[src/ec_consts.svh]
/* Curve and field constants */

`ifndef EC_CONSTS_SVH
`define EC_CONSTS_SVH

// Field prime, largest 16-bit prime
`define EC_P 16'd65521

// Width of one field element
`define EC_BITS 16

// Curve coefficient a in y^2 = x^3 + a*x + b
`define EC_A 16'd3

// Scalar width for point multiplication
`define EC_K_BITS 16

`endif

[src/ec_pkg.sv]
/* Field element types */

`include "ec_consts.svh"

package ec_pkg;

  // One coordinate, kept fully reduced below EC_P
  typedef logic [`EC_BITS-1:0] fe_t;

endpackage

[src/fp_mod_mult.sv]
/* Shift-and-add modular multiplier */

`timescale 1ns/1ns

`include "ec_consts.svh"

module fp_mod_mult (
  input  logic        i_clk,
  input  logic        i_rst,
  input  logic        i_start, // Operands sampled here
  input  ec_pkg::fe_t i_a,
  input  ec_pkg::fe_t i_b,
  output logic        o_done,  // Exactly EC_BITS+1 cycles after i_start
  output ec_pkg::fe_t o_p
);

  localparam int SW    = `EC_BITS + 2;          // Room for 2*acc + a
  localparam int CNT_W = $clog2(`EC_BITS);
  localparam logic [SW-1:0] P1 = SW'(`EC_P);
  localparam logic [SW-1:0] P2 = SW'(2 * `EC_P);

  ec_pkg::fe_t      a_q;     // Multiplicand
  ec_pkg::fe_t      b_sh;    // Multiplier, scanned from the MSB
  ec_pkg::fe_t      acc;     // Running product, always below EC_P
  logic [CNT_W-1:0] cnt;
  logic             busy;
  logic             done;
  logic [SW-1:0]    sum;
  logic [SW-1:0]    sum_red;

  // Double, add, then pull back into range
  always_comb begin
    sum = {1'b0, acc, 1'b0} + (b_sh[`EC_BITS-1] ? {2'b00, a_q} : '0);
    if (sum >= P2) begin
      sum_red = sum - P2;
    end else if (sum >= P1) begin
      sum_red = sum - P1;
    end else begin
      sum_red = sum;
    end
  end

  // Datapath
  always_ff @(posedge i_clk) begin
    if (i_start) begin
      a_q  <= i_a;
      b_sh <= i_b;
      acc  <= '0;
      cnt  <= '0;
    end else if (busy) begin
      acc  <= sum_red[`EC_BITS-1:0];
      b_sh <= b_sh << 1;          // Next bit into the MSB
      cnt  <= cnt + 1'b1;
    end
  end

  // Control
  always_ff @(posedge i_clk) begin
    if (i_rst) begin
      busy <= 1'b0;
      done <= 1'b0;
    end else begin
      done <= 1'b0;
      if (i_start) begin
        busy <= 1'b1;
      end else if (busy && cnt == CNT_W'(`EC_BITS - 1)) begin
        busy <= 1'b0;             // Last bit folded in this cycle
        done <= 1'b1;
      end
    end
  end

  assign o_done = done;
  assign o_p    = acc;           // Holds until the next start

endmodule

[src/ec_point_unit.sv]
/* Affine point doubler or adder */

`timescale 1ns/1ns

`include "ec_consts.svh"

module ec_point_unit #(
  parameter int DOUBLE = 0     // 1 doubles (x1,y1), 0 adds the two points
) (
  input  logic        i_clk,
  input  logic        i_rst,
  input  logic        i_cmd_val,
  output logic        o_cmd_rdy,
  input  ec_pkg::fe_t i_x1,
  input  ec_pkg::fe_t i_y1,
  input  ec_pkg::fe_t i_x2,
  input  ec_pkg::fe_t i_y2,
  output logic        o_res_val,
  input  logic        i_res_rdy,
  output ec_pkg::fe_t o_res_x,
  output ec_pkg::fe_t o_res_y
);

  localparam int IDX_W = $clog2(`EC_BITS);
  localparam ec_pkg::fe_t EXP = `EC_P - 16'd2;   // Fermat exponent for the inverse

  typedef enum logic [2:0] {S_IDLE, S_NUM, S_INV, S_LAM, S_SQ, S_Y, S_DONE} state_t;

  state_t           state;
  ec_pkg::fe_t      x1_q, y1_q, x2_q;
  ec_pkg::fe_t      num, den, lam;
  ec_pkg::fe_t      res_x, res_y;
  ec_pkg::fe_t      mul_a, mul_b, mul_p;
  ec_pkg::fe_t      x3_c;
  logic             mul_start, mul_done;
  logic             res_val;
  logic [IDX_W-1:0] bit_idx;  // Exponent bit being processed
  logic             sq_phase; // 1 while the square of a bit is running

  function automatic ec_pkg::fe_t mod_add(input ec_pkg::fe_t a, input ec_pkg::fe_t b);
    logic [`EC_BITS:0] s;
    s = a + b;
    if (s >= `EC_P) s = s - `EC_P;
    return s[`EC_BITS-1:0];
  endfunction

  function automatic ec_pkg::fe_t mod_sub(input ec_pkg::fe_t a, input ec_pkg::fe_t b);
    logic [`EC_BITS:0] d;
    d = {1'b0, a} - {1'b0, b};
    if (d[`EC_BITS]) d = d + `EC_P; // Borrow, wrap back into the field
    return d[`EC_BITS-1:0];
  endfunction

  fp_mod_mult u_mult (
    .i_clk   (i_clk),
    .i_rst   (i_rst),
    .i_start (mul_start),
    .i_a     (mul_a),
    .i_b     (mul_b),
    .o_done  (mul_done),
    .o_p     (mul_p)
  );

  // x3 = lambda^2 - x1 - x2, valid while the square finishes
  assign x3_c = mod_sub(mod_sub(mul_p, x1_q), x2_q);

  always_ff @(posedge i_clk) begin
    if (i_rst) begin
      state     <= S_IDLE;
      res_val   <= 1'b0;
      mul_start <= 1'b0;
    end else begin
      mul_start <= 1'b0;  // Single-cycle strobe
      case (state)
        S_IDLE: begin
          if (i_cmd_val) begin
            x1_q     <= i_x1;
            y1_q     <= i_y1;
            bit_idx  <= IDX_W'(`EC_BITS - 2); // Top exponent bit is set, start with r = den
            sq_phase <= 1'b1;
            if (DOUBLE != 0) begin
              x2_q  <= i_x1;
              den   <= mod_add(i_y1, i_y1);   // 2y
              mul_a <= i_x1;                  // x^2 first
              mul_b <= i_x1;
              if (i_y1 == '0) begin
                // Infinity or a point of order 2
                res_x   <= '0;
                res_y   <= '0;
                res_val <= 1'b1;
                state   <= S_DONE;
              end else begin
                mul_start <= 1'b1;
                state     <= S_NUM;
              end
            end else begin
              x2_q  <= i_x2;
              num   <= mod_sub(i_y2, i_y1);
              den   <= mod_sub(i_x2, i_x1);
              mul_a <= mod_sub(i_x2, i_x1);   // Inversion starts by squaring den
              mul_b <= mod_sub(i_x2, i_x1);
              if (i_x1 == '0 && i_y1 == '0) begin
                res_x   <= i_x2;               // inf + P2 = P2
                res_y   <= i_y2;
                res_val <= 1'b1;
                state   <= S_DONE;
              end else if (i_x2 == '0 && i_y2 == '0) begin
                res_x   <= i_x1;
                res_y   <= i_y1;
                res_val <= 1'b1;
                state   <= S_DONE;
              end else if (i_x1 == i_x2) begin
                // P + (-P), equal points never reach the adder
                res_x   <= '0;
                res_y   <= '0;
                res_val <= 1'b1;
                state   <= S_DONE;
              end else begin
                mul_start <= 1'b1;
                state     <= S_INV;
              end
            end
          end
        end
        S_NUM: if (mul_done) begin
          num       <= mod_add(mod_add(mod_add(mul_p, mul_p), mul_p), `EC_A); // 3x^2 + a
          mul_a     <= den;
          mul_b     <= den;
          mul_start <= 1'b1;
          state     <= S_INV;
        end
        S_INV: if (mul_done) begin
          // Square-and-multiply, MSB first
          if (sq_phase && EXP[bit_idx]) begin
            mul_a     <= mul_p;
            mul_b     <= den;
            sq_phase  <= 1'b0;
            mul_start <= 1'b1;
          end else if (bit_idx == '0) begin
            mul_a     <= num;                  // mul_p is 1/den here
            mul_b     <= mul_p;
            mul_start <= 1'b1;
            state     <= S_LAM;
          end else begin
            bit_idx   <= bit_idx - 1'b1;
            mul_a     <= mul_p;
            mul_b     <= mul_p;
            sq_phase  <= 1'b1;
            mul_start <= 1'b1;
          end
        end
        S_LAM: if (mul_done) begin
          lam       <= mul_p;
          mul_a     <= mul_p;                  // lambda^2
          mul_b     <= mul_p;
          mul_start <= 1'b1;
          state     <= S_SQ;
        end
        S_SQ: if (mul_done) begin
          res_x     <= x3_c;
          mul_a     <= lam;                    // lambda * (x1 - x3)
          mul_b     <= mod_sub(x1_q, x3_c);
          mul_start <= 1'b1;
          state     <= S_Y;
        end
        S_Y: if (mul_done) begin
          res_y   <= mod_sub(mul_p, y1_q);
          res_val <= 1'b1;
          state   <= S_DONE;
        end
        S_DONE: if (i_res_rdy) begin
          res_val <= 1'b0;                     // Result held until taken
          state   <= S_IDLE;
        end
        default: state <= S_IDLE;
      endcase
    end
  end

  assign o_cmd_rdy = (state == S_IDLE);
  assign o_res_val = res_val;
  assign o_res_x   = res_x;
  assign o_res_y   = res_y;

endmodule

[src/ec_point_mult.sv]
/* Double-and-add scalar multiplier control */

`timescale 1ns/1ns

`include "ec_consts.svh"

module ec_point_mult (
  input  logic                  i_clk,
  input  logic                  i_rst,
  // Request
  input  logic                  i_req_val,
  output logic                  o_req_rdy,
  input  ec_pkg::fe_t           i_req_x,
  input  ec_pkg::fe_t           i_req_y,
  input  logic [`EC_K_BITS-1:0] i_req_k,
  // Result
  output logic                  o_res_val,
  input  logic                  i_res_rdy,
  output ec_pkg::fe_t           o_res_x,
  output ec_pkg::fe_t           o_res_y,
  // Doubler
  output logic                  o_dbl_val,
  input  logic                  i_dbl_rdy,
  output ec_pkg::fe_t           o_dbl_x,
  output ec_pkg::fe_t           o_dbl_y,
  input  logic                  i_dblr_val,
  output logic                  o_dblr_rdy,
  input  ec_pkg::fe_t           i_dblr_x,
  input  ec_pkg::fe_t           i_dblr_y,
  // Adder
  output logic                  o_add_val,
  input  logic                  i_add_rdy,
  output ec_pkg::fe_t           o_add_x1,
  output ec_pkg::fe_t           o_add_y1,
  output ec_pkg::fe_t           o_add_x2,
  output ec_pkg::fe_t           o_add_y2,
  input  logic                  i_addr_val,
  output logic                  o_addr_rdy,
  input  ec_pkg::fe_t           i_addr_x,
  input  ec_pkg::fe_t           i_addr_y
);

  typedef enum logic [1:0] {IDLE, DOUBLE_ADD, FINISHED} state_t;

  state_t                state;
  logic [`EC_K_BITS-1:0] k_l;          // Remaining scalar bits
  ec_pkg::fe_t           acc_x, acc_y; // Accumulator, (0,0) is infinity
  ec_pkg::fe_t           dbl_x, dbl_y; // Current 2^i * P
  logic                  p_dbl_done, p_add_done;
  logic                  special_dbl;  // Next doubler result becomes the accumulator
  logic                  lookahead_dbl;
  logic                  same_pt;
  logic                  more_bits;

  assign same_pt   = (acc_x == dbl_x) && (acc_y == dbl_y);
  assign more_bits = (k_l >> 1) != '0; // A bit after the next one

  always_ff @(posedge i_clk) begin
    if (i_rst) begin
      state         <= IDLE;
      k_l           <= '0;
      o_req_rdy     <= 1'b0;
      o_res_val     <= 1'b0;
      o_dbl_val     <= 1'b0;
      o_add_val     <= 1'b0;
      o_dblr_rdy    <= 1'b0;
      o_addr_rdy    <= 1'b0;
      p_dbl_done    <= 1'b0;
      p_add_done    <= 1'b0;
      special_dbl   <= 1'b0;
      lookahead_dbl <= 1'b0;
    end else begin
      case (state)
        IDLE: begin
          o_req_rdy     <= 1'b1;
          o_dblr_rdy    <= 1'b1;
          o_addr_rdy    <= 1'b1;
          p_dbl_done    <= 1'b1;  // First pass issues straight away
          p_add_done    <= 1'b1;
          special_dbl   <= 1'b0;
          lookahead_dbl <= 1'b0;
          acc_x         <= '0;
          acc_y         <= '0;
          dbl_x         <= i_req_x;
          dbl_y         <= i_req_y;
          k_l           <= i_req_k;
          if (i_req_val && o_req_rdy) begin
            o_req_rdy <= 1'b0;
            state     <= DOUBLE_ADD;
          end
        end
        DOUBLE_ADD: begin
          if (o_dbl_val && i_dbl_rdy) o_dbl_val <= 1'b0;
          if (o_add_val && i_add_rdy) o_add_val <= 1'b0;

          if (i_dblr_val && o_dblr_rdy) begin
            p_dbl_done <= 1'b1;
            dbl_x      <= i_dblr_x;
            dbl_y      <= i_dblr_y;
            if (special_dbl) begin
              acc_x       <= i_dblr_x; // P + P taken from the doubler
              acc_y       <= i_dblr_y;
              special_dbl <= 1'b0;
            end
            // Start the next double while the add is still running
            if (more_bits && !lookahead_dbl && !p_add_done) begin
              o_dbl_val     <= 1'b1;
              lookahead_dbl <= 1'b1;
              o_dblr_rdy    <= 1'b0;   // Hold that result until the add lands
            end
          end
          if (i_addr_val && o_addr_rdy) begin
            p_add_done <= 1'b1;
            acc_x      <= i_addr_x;
            acc_y      <= i_addr_y;
          end

          // Both units settled, move to the next bit
          if (p_add_done && p_dbl_done) begin
            lookahead_dbl <= 1'b0;
            o_dblr_rdy    <= 1'b1;
            p_dbl_done    <= 1'b0;
            k_l           <= k_l >> 1;
            if (k_l[0] && same_pt) begin
              special_dbl <= 1'b1;     // Adder cannot take equal points
            end else if (k_l[0]) begin
              o_add_val  <= 1'b1;
              p_add_done <= 1'b0;
            end
            // Last bit needs no double unless the accumulator waits on it
            if (more_bits || (k_l[0] && same_pt)) begin
              o_dbl_val <= ~lookahead_dbl;
            end else begin
              p_dbl_done <= 1'b1;
            end
            if (k_l == '0) begin
              o_res_val <= 1'b1;
              o_dbl_val <= 1'b0;
              o_add_val <= 1'b0;
              state     <= FINISHED;
            end
          end
        end
        FINISHED: begin
          if (o_res_val && i_res_rdy) begin
            o_res_val <= 1'b0;
            state     <= IDLE;
          end
        end
        default: state <= IDLE;
      endcase
    end
  end

  assign o_dbl_x  = dbl_x;
  assign o_dbl_y  = dbl_y;
  assign o_add_x1 = acc_x;
  assign o_add_y1 = acc_y;
  assign o_add_x2 = dbl_x;   // Second addend is always the doubling point
  assign o_add_y2 = dbl_y;
  assign o_res_x  = acc_x;   // Accumulator is frozen in FINISHED
  assign o_res_y  = acc_y;

endmodule

[src/ec_mult_top.sv]
/* Point multiplier top */

`timescale 1ns/1ns

`include "ec_consts.svh"

module ec_mult_top (
  input  logic                  i_clk,
  input  logic                  i_rst,
  input  logic                  i_req_val,
  output logic                  o_req_rdy,
  input  ec_pkg::fe_t           i_req_x,
  input  ec_pkg::fe_t           i_req_y,
  input  logic [`EC_K_BITS-1:0] i_req_k,
  output logic                  o_res_val,
  input  logic                  i_res_rdy,
  output ec_pkg::fe_t           o_res_x,
  output ec_pkg::fe_t           o_res_y
);

  logic        dbl_cmd_val, dbl_cmd_rdy, dbl_res_val, dbl_res_rdy;
  logic        add_cmd_val, add_cmd_rdy, add_res_val, add_res_rdy;
  ec_pkg::fe_t dbl_x, dbl_y, dbl_res_x, dbl_res_y;
  ec_pkg::fe_t add_x1, add_y1, add_x2, add_y2, add_res_x, add_res_y;

  ec_point_mult u_ctrl (
    .i_clk (i_clk), .i_rst (i_rst),
    .i_req_val (i_req_val), .o_req_rdy (o_req_rdy),
    .i_req_x (i_req_x), .i_req_y (i_req_y), .i_req_k (i_req_k),
    .o_res_val (o_res_val), .i_res_rdy (i_res_rdy),
    .o_res_x (o_res_x), .o_res_y (o_res_y),
    .o_dbl_val (dbl_cmd_val), .i_dbl_rdy (dbl_cmd_rdy),
    .o_dbl_x (dbl_x), .o_dbl_y (dbl_y),
    .i_dblr_val (dbl_res_val), .o_dblr_rdy (dbl_res_rdy),
    .i_dblr_x (dbl_res_x), .i_dblr_y (dbl_res_y),
    .o_add_val (add_cmd_val), .i_add_rdy (add_cmd_rdy),
    .o_add_x1 (add_x1), .o_add_y1 (add_y1), .o_add_x2 (add_x2), .o_add_y2 (add_y2),
    .i_addr_val (add_res_val), .o_addr_rdy (add_res_rdy),
    .i_addr_x (add_res_x), .i_addr_y (add_res_y)
  );

  // Second pair unused by the doubler
  ec_point_unit #(.DOUBLE(1)) u_dbl (
    .i_clk (i_clk), .i_rst (i_rst),
    .i_cmd_val (dbl_cmd_val), .o_cmd_rdy (dbl_cmd_rdy),
    .i_x1 (dbl_x), .i_y1 (dbl_y), .i_x2 (dbl_x), .i_y2 (dbl_y),
    .o_res_val (dbl_res_val), .i_res_rdy (dbl_res_rdy),
    .o_res_x (dbl_res_x), .o_res_y (dbl_res_y)
  );

  ec_point_unit #(.DOUBLE(0)) u_add (
    .i_clk (i_clk), .i_rst (i_rst),
    .i_cmd_val (add_cmd_val), .o_cmd_rdy (add_cmd_rdy),
    .i_x1 (add_x1), .i_y1 (add_y1), .i_x2 (add_x2), .i_y2 (add_y2),
    .o_res_val (add_res_val), .i_res_rdy (add_res_rdy),
    .o_res_x (add_res_x), .o_res_y (add_res_y)
  );

endmodule

[config.mk]
export PLATFORM = sky130hd
export DESIGN_NAME = ec_mult_top
export DESIGN_NICKNAME = d
export VERILOG_FILES = /design/src/ec_pkg.sv /design/src/fp_mod_mult.sv /design/src/ec_point_unit.sv /design/src/ec_point_mult.sv /design/src/ec_mult_top.sv
export VERILOG_INCLUDE_DIRS = /design/src /design/src/src
export SDC_FILE = /design/constraint.sdc
export NUM_CORES = 2
export LEC_CHECK = 0
export ABC_AREA = 1
export BUFFER_PORTS_ARGS = -buffer_cell sky130_fd_sc_hd__buf_2
export CAP_MARGIN = 20
export CORE_AREA = 2 2 189 377
export CTS_BUF_LIST = sky130_fd_sc_hd__clkbuf_16
export DETAILED_ROUTE_END_ITERATION = 7
export DIE_AREA = 0 0 191 379
export PLACE_DENSITY = 0.77
export SLEW_MARGIN = 30
export SYNTH_ARGS = -nofsm -noshare
export SYNTH_HDL_FRONTEND = slang
export SYNTH_SLANG_ARGS = --single-unit
[constraint.sdc]
create_clock -name i_clk -period 8.1 [get_ports i_clk]
set_input_delay 0 -clock i_clk [delete_from_list [all_inputs] [get_ports i_clk]]
set_output_delay 0 -clock i_clk [all_outputs]
set_load 0.005 [all_outputs]
Word level (Yosys, flattened, before mapping)
Memories as Yosys holds them, arrays and structs flattened. A register that Yosys moved wholly into a read port is not among the register bits.
Cells that the tools add are included.

storage, ports and cells
  bits in registers = 524
  bits in read-only memories = 32
  output and inout port bits = 34
  word-level logic and storage cells = 463
  memories = 2

cells by class
  add/subtract/negate cells = 44
  magnitude comparators = 13
  eq/ne operators = 51
  muxes and demuxes = 215
  bitwise logic cells = 2
  reduce and logical (&&, ||, !) cells = 79

memory list
  name             words  bits a word  read ports  clocked after memory_dff  wr ports  line                  source
  (no name shown)  16     1            1           1                         0         ec_point_unit.sv:134  if (sq_phase && EXP[bit_idx]) begin
  (no name shown)  16     1            1           1                         0         ec_point_unit.sv:134

operator list
  cell                                                                     count
  16-bit 2-to-1 mux                                                        83
  16-bit case mux with 2 select lines                                      10
  16-bit case mux with 5 select lines                                      4
  16-bit subtractor, second input constant                                 11
  16-bit by 16-bit subtractor with 17-bit output                           10
  16-bit adder, second input constant                                      10
  17-bit by 16-bit >= comparator with 1-bit output, second input constant  7
  16-bit by 16-bit adder with 17-bit output                                5
  16-bit logical NOT                                                       5
  3-bit 2-to-1 mux                                                         22
  1-bit 2-to-1 mux                                                         65
  3-bit case mux with 7 select lines                                       2
  4-bit 2-to-1 mux                                                         10
  5-bit AND reduction                                                      8
  17-bit by 16-bit adder with 18-bit output                                2
  18-bit by 16-bit >= comparator with 1-bit output, second input constant  2
  18-bit by 17-bit >= comparator with 1-bit output, second input constant  2
  16-bit by 2-bit adder with 17-bit output, second input constant          2
  16-bit == test                                                           2
  2-bit inequality test, second input constant                             16
  2-bit nonzero test                                                       13
  3-bit AND reduction                                                      7
  2-bit by 1-bit inequality test with 1-bit output, second input constant  10
  1-bit case mux with 2 select lines                                       10
  33 further kinds                                                         86

Depth between registers and ports, before layout
  depth in word-level cells = 17
  gate-level depth with buffers = 58

Cells and area by module
Synthesis repeated with hierarchy kept, for this count alone.

second synthesis, totals
  cells, all modules = 6,016
  area, all modules = 43,436.7 um^2

modules (own cells, without submodules)
  module                       times used  cells an instance  area each (um^2)  sequential area each (um^2)
  ec_point_unit at u_add       1           2,293              16,460.8          5,074.9
  ec_point_unit at u_dbl       1           1,741              13,131.3          4,594.4
  ec_point_mult                1           632                5,048.6           2,482.4
  fp_mod_mult at u_add.u_mult  1           680                4,499.3           1,401.3
  fp_mod_mult at u_dbl.u_mult  1           670                4,296.6           1,401.3

Worst setup path before layout
Ideal clock, no wire load.

  kind = register -> register
  from = register u_dbl.u_mult.acc[1], in the netlist u_dbl.u_mult.o_p[1]
  to = register u_dbl.mul_b[15] (data pin)
  data arrival time = 7.892 ns
  data required time = 7.830 ns
  slack = -0.062 ns
  stages on the path, launching flop included = 51
  clock period less this slack = 8.162 ns
  path through = dfxtp_1 > inv_1 > fa_1 > o31ai_1 > nand2_1 > nand2_1 > a21oi_1 > o21ai_0 > a21boi_0 > o21ai_0 > a21oi_1 > o21bai_1 > nand2_1 > nand2_1 > a21oi_1 > xor2_1 > ha_1 > fa_1 > [15 not listed] > a21oi_1 > o21bai_1 > nand2_1 > nand3_1 > a21oi_1 > o21ai_0 > a21oi_1 > o21ai_0 > nand2_1 > nand2_1 > nand2_1 > nand2_1 > nor2_1 > nand3_1 > nor3_1 > nand4_1 > o21ai_0 > nand4_1

on the way
  longest elaborated chain between the ends = 11

RTL lines
  element                                           line                  source
  from (decl)                                       fp_mod_mult.sv:24     ec_pkg::fe_t acc;
  from (signal assigned)                            fp_mod_mult.sv:51     acc <= sum_red[`EC_BITS-1:0];
  16-bit by 16-bit subtractor with 17-bit output *  ec_point_unit.sv:49   d = {1'b0, a} - {1'b0, b};
  16-bit adder (no source line)                     n/a
  16-bit 2-to-1 mux *                               ec_point_unit.sv:50   if (d[`EC_BITS]) d = d + `EC_P;
  16-bit by 16-bit subtractor with 17-bit output *  ec_point_unit.sv:49
  16-bit adder (no source line)                     n/a
  16-bit 2-to-1 mux *                               ec_point_unit.sv:50
  16-bit by 16-bit subtractor with 17-bit output *  ec_point_unit.sv:49
  16-bit adder (no source line)                     n/a
  16-bit 2-to-1 mux *                               ec_point_unit.sv:50
  16-bit 2-to-1 mux *                               ec_point_unit.sv:159  S_SQ: if (mul_done) begin
  16-bit case mux with 5 select lines *             ec_point_unit.sv:74   case (state)
  to (signal assigned)                              ec_point_unit.sv:85   mul_b <= i_x1;
  to (signal assigned)                              ec_point_unit.sv:155  mul_b <= mul_p;
  to (signal assigned)                              ec_point_unit.sv:162  mul_b <= mod_sub(x1_q, x3_c);
  to (decl)                                         ec_point_unit.sv:33   ec_pkg::fe_t mul_a, mul_b, mul_p;

Mark *: on every way between the ends. The rest lies on a longest branch, timed or not. The select of a mux whose other input is x is not followed.
A chain may end at the register's enable or synchronous reset.

Worst setup path after layout
  from = register u_dbl.x1_q[3]
  to = register u_dbl.mul_b[15] (data pin)

on the way
  elaborated cells between the ends (all ways) = 11

RTL lines
  element                                                                                          line                  source
  from (decl)                                                                                      ec_point_unit.sv:30   ec_pkg::fe_t x1_q, y1_q, x2_q;
  from (signal assigned)                                                                           ec_point_unit.sv:77   x1_q <= i_x1;
  16-bit by 16-bit subtractor with 17-bit output                                                   ec_point_unit.sv:49
  16-bit 2-to-1 mux or 16-bit adder (tied branches)                                                n/a
  16-bit by 16-bit subtractor with 17-bit output *                                                 ec_point_unit.sv:49
  16-bit adder (no source line) or 16-bit by 16-bit subtractor with 17-bit output (tied branches)  n/a
  16-bit 2-to-1 mux *                                                                              ec_point_unit.sv:50
  net u_dbl.x3_c[0]                                                                                ec_point_unit.sv:34   ec_pkg::fe_t x3_c;
  16-bit by 16-bit subtractor with 17-bit output *                                                 ec_point_unit.sv:49
  16-bit adder (no source line)                                                                    n/a
  16-bit 2-to-1 mux *                                                                              ec_point_unit.sv:50
  16-bit 2-to-1 mux *                                                                              ec_point_unit.sv:159
  16-bit case mux with 5 select lines *                                                            ec_point_unit.sv:74

The timed path passes the listed nets; every way through them passes the cells marked *. The select of a mux whose other input is x is not followed.

==> metrics.md <==
| Metric | Value |
|---|---|
| Post-synth top area share | 0.332 |
| Vias | 38100 |
| Initial antenna violation count | 3 |
| Placer Congestion | roughly 0.98 |
| Most common cell in the netlist | nand2_1 |
| TritonCTS Buffers | 48 |
| CP max FO | 6 |
| Unrepaired setup endpoints after global routing | true |
| Post-Syn Area | 0.0400 mm^2 |
| Detailed-route wire length | between 100 and 150 mm |
| Crit path max-delay family | compound AO/OA/AOI/OAI gates |
| Clk root buf | clkbuf_16 |
| Core area | approximately 0.07 mm^2 |
| Worst skew pair latency | roughly 0.64 ns |
| Detailed Routing Iterations Pass 1 | 8 |
| FF+latch count, synth | 526 |
| Maximum clock frequency | about 130 MHz |
| Gate count of the mapped netlist | around 5300 |
| EDFF count, synth | 442 |
| Req. time, crit path | roughly 8.4 ns |
| Most frequent cell on the critical path | nand2_1 |
| TritonCTS clock tree | done |
| Startpoint types | register |
| Min-delay src | i_req_x[7] |
| Max Root-Sink Buffers | 3 |
| R2R setup slack | ~0.27 ns |
| Period utilization | 0.967 |
| Largest net degree at the start of global routing | approximately 80 |
| Die width | around 190 um |
| Synth cell count leaders | 1303 x nand2_1, 780 x inv_1, 443 x nor2_1 |
| Total I/O pin count | 86 |
| Reg2reg start | u_dbl.x1_q[3] |
| Vias per std cell | between 5 and 6 |
| Worst Setup End Kind | register |
| Top cells by area, synth | edfxtp_1 33%, nand2_1 12%, ha_1 8.2% |
| Nets | around 5900 |
| Slew headroom | 0.279 |
| Max-cap violation count | 0 |
| Global-route wire length before repair | a little under 200 mm |
| Grt total ovfl | 0 |
| Register area share after synthesis | 0.374 |
| Critical path's slowest cell | edfxtp_1 |
| Share of cells above drive strength 1 | 0.0998 |
| Initial DRC Count | 3746 |
| Placement Rows | ~140 |
| Cell variety after synth | 63 |
| Net Count, Synth | 5614 |
| DRC Markers | 0 |
| Sink Count | approximately 530 |
| Worst min path class | input port to register |
| DR WL/cell | between 15 and 20 um |
| Hold depth | 4 |
| Hold path endpoint | u_ctrl.o_add_x2[7] |
| Final slew viol count | 0 |
| Final Hold Viols | 0 |
| Status | finished, final reports clean |
| Avg Cell Area, Syn | approximately 7.6 um^2 |
| Total GRT Usage | 0.349 |
| Final Skew | ~0.024 ns |
| Port buffer count | 85 |
| Area growth, synth to finish | 13.3% |
| Ys flop type | edfxtp_1 |
| Worst hold slack | approximately 0.19 ns |
| Starting Density | 0.576 |
| Die area | 0.0724 mm^2 |
| Vias in the first global route | 35900 |
| Die height | 379 um |
| Htree depth | 2 |
| Least-Margin Pin Slew | roughly 1.1 ns |
| Largest area contributor in the netlist | edfxtp_1 |
| Ys async rst share | 0 |
| Clk pin slew, worst setup/hold paths | approximately 0.07 ns |
| Setup Viol. Count Final | 0 |
| Post-route ant nets | 0 |
| Max incr delay on CP | about 0.40 ns |
| Critical Path AT | 8.17 ns |
| Synthesis Warnings | 0 |
| R2R cell count | 55 |
| Final min period | 7.83 ns |
| Worst reg2reg endpoint | u_dbl.mul_b[15] |
| Critical path class | register to register |
| Worst Path Buf+Inv | 4 |
| Fillers | slightly below 6000 |
| Dpl hpwl | 96.7 mm |
[how the worst max path moves through the flow]
stage | cells past startpoint | startpoint | slack [ns] | to
after floorplan | 51 | u_dbl.u_mult.o_p[0] | 0.05 | u_dbl.mul_b[15]
after global placement | 51 | u_dbl.x1_q[0] | -0.02 | u_dbl.mul_b[15]
after detailed placement | 50 | u_dbl.x1_q[0] | -0.25 | u_dbl.mul_b[15]
after CTS | 49 | u_add.x1_q[0] | 0.02 | u_add.mul_b[7]
after global routing | 55 | u_dbl.x1_q[3] | -0.21 | u_dbl.mul_b[15]
final | 55 | u_dbl.x1_q[3] | 0.27 | u_dbl.mul_b[15]
[layer usage]
metal / global-route usage / vias to the layer above / wire [um]
met1: 0.447 / 17700 / 50200
met5: 0 / - / 12
li1: - / 18200 / -
met3: 0.0584 / 400 / 11300
met2: 0.569 / 1814 / 59600
met4: 0.169 / 2 / 7220
[per-stage QoR]
stage | setup TNS, ns | setup slack (ns) | instances | cell area (um^2) | utilization
2_1_floorplan | 0 | 0.0465 | 5286 | 40000 | -
3_3_place_gp | -0.0168 | -0.0168 | 6341 | 42500 | 0.612
3_5_place_dp | -1.46 | -0.246 | 6341 | 42500 | 0.612
4_1_cts | 0 | 0.0240 | 6481 | 44700 | 0.644
5_1_grt | -1.42 | -0.208 | 6495 | 45300 | 0.653
6_report | 0 | 0.267 | 6496 | 45300 | 0.653
[cells in the final DEF (no fill, tap or decap), drive strengths merged, types with 13 or more instances in the layout]
master       synthesis  routed
xnor2               58      58
fa                  14      14
ha                 262     262
or2                 19      19
a22oi               47      47
nor3                75      75
nand3b              23      23
clkinv               3      17
nand3              289     289
o21bai              41      41
nor4                33      33
clkbuf              84      51
buf                 16     265
dfxtp               84      84
xor2               260     260
nor2               471     471
a21oi              328     328
edfxtp             442     442
nand4              123     123
a31oi               31      31
a221oi              13      13
o21ai              353     353
dlygate4sd3          0      51
inv                789     801
o22ai               16      16
nand2             1324    1324
[cell type report]
type / count / area [um^2] / share of cell area
multi-input cells: 3868 / 22300 / 0.491
clock buffers: 51 / 1280 / 0.0282
diodes: 2 / 5.00 / 0.000110
clock inverters: 38 / 408 / 0.00900
well taps: 903 / 1130 / 0.0249
flip-flops and latches: 526 / 15000 / 0.330
inverters: 792 / 2970 / 0.0656
repair buffers: 316 / 2300 / 0.0508
[logic make-up (layout without fill, tap and decap cells)]
family                   after synthesis  in the layout  share of synthesized area
XOR/XNOR                             318            318                     0.0700
other                                  0              2                          0
adder cells (fa/ha/maj)              276            276                     0.0889
AND/OR/NAND/NOR                     2373           2373                      0.255
AO/OA/AOI/OAI                        901            901                      0.127
flip-flops                           526            526                      0.374
buffers and inverters                892           1197                     0.0852
[tightest hold or removal path: cells and delay by family]
kind / cells / cell delay [ns]
buffers and inverters: 2 / 0.62
AND/OR/NAND/NOR: 2 / 0.09
[repair_timing]
action / 4_1_cts / 5_1_grt
resized for setup: 8 / 133
hold endpoints to repair: 57 / 0
hold buffers: 51 / 0
endpoints found under the setup margin: 28 / 48
setup buffers: 0 / 13
pin swaps: 0 / 59
Power is left out: the tool's default activity adds up to more than one toggle a clock period on the data nets, which glitch-free logic cannot reach.
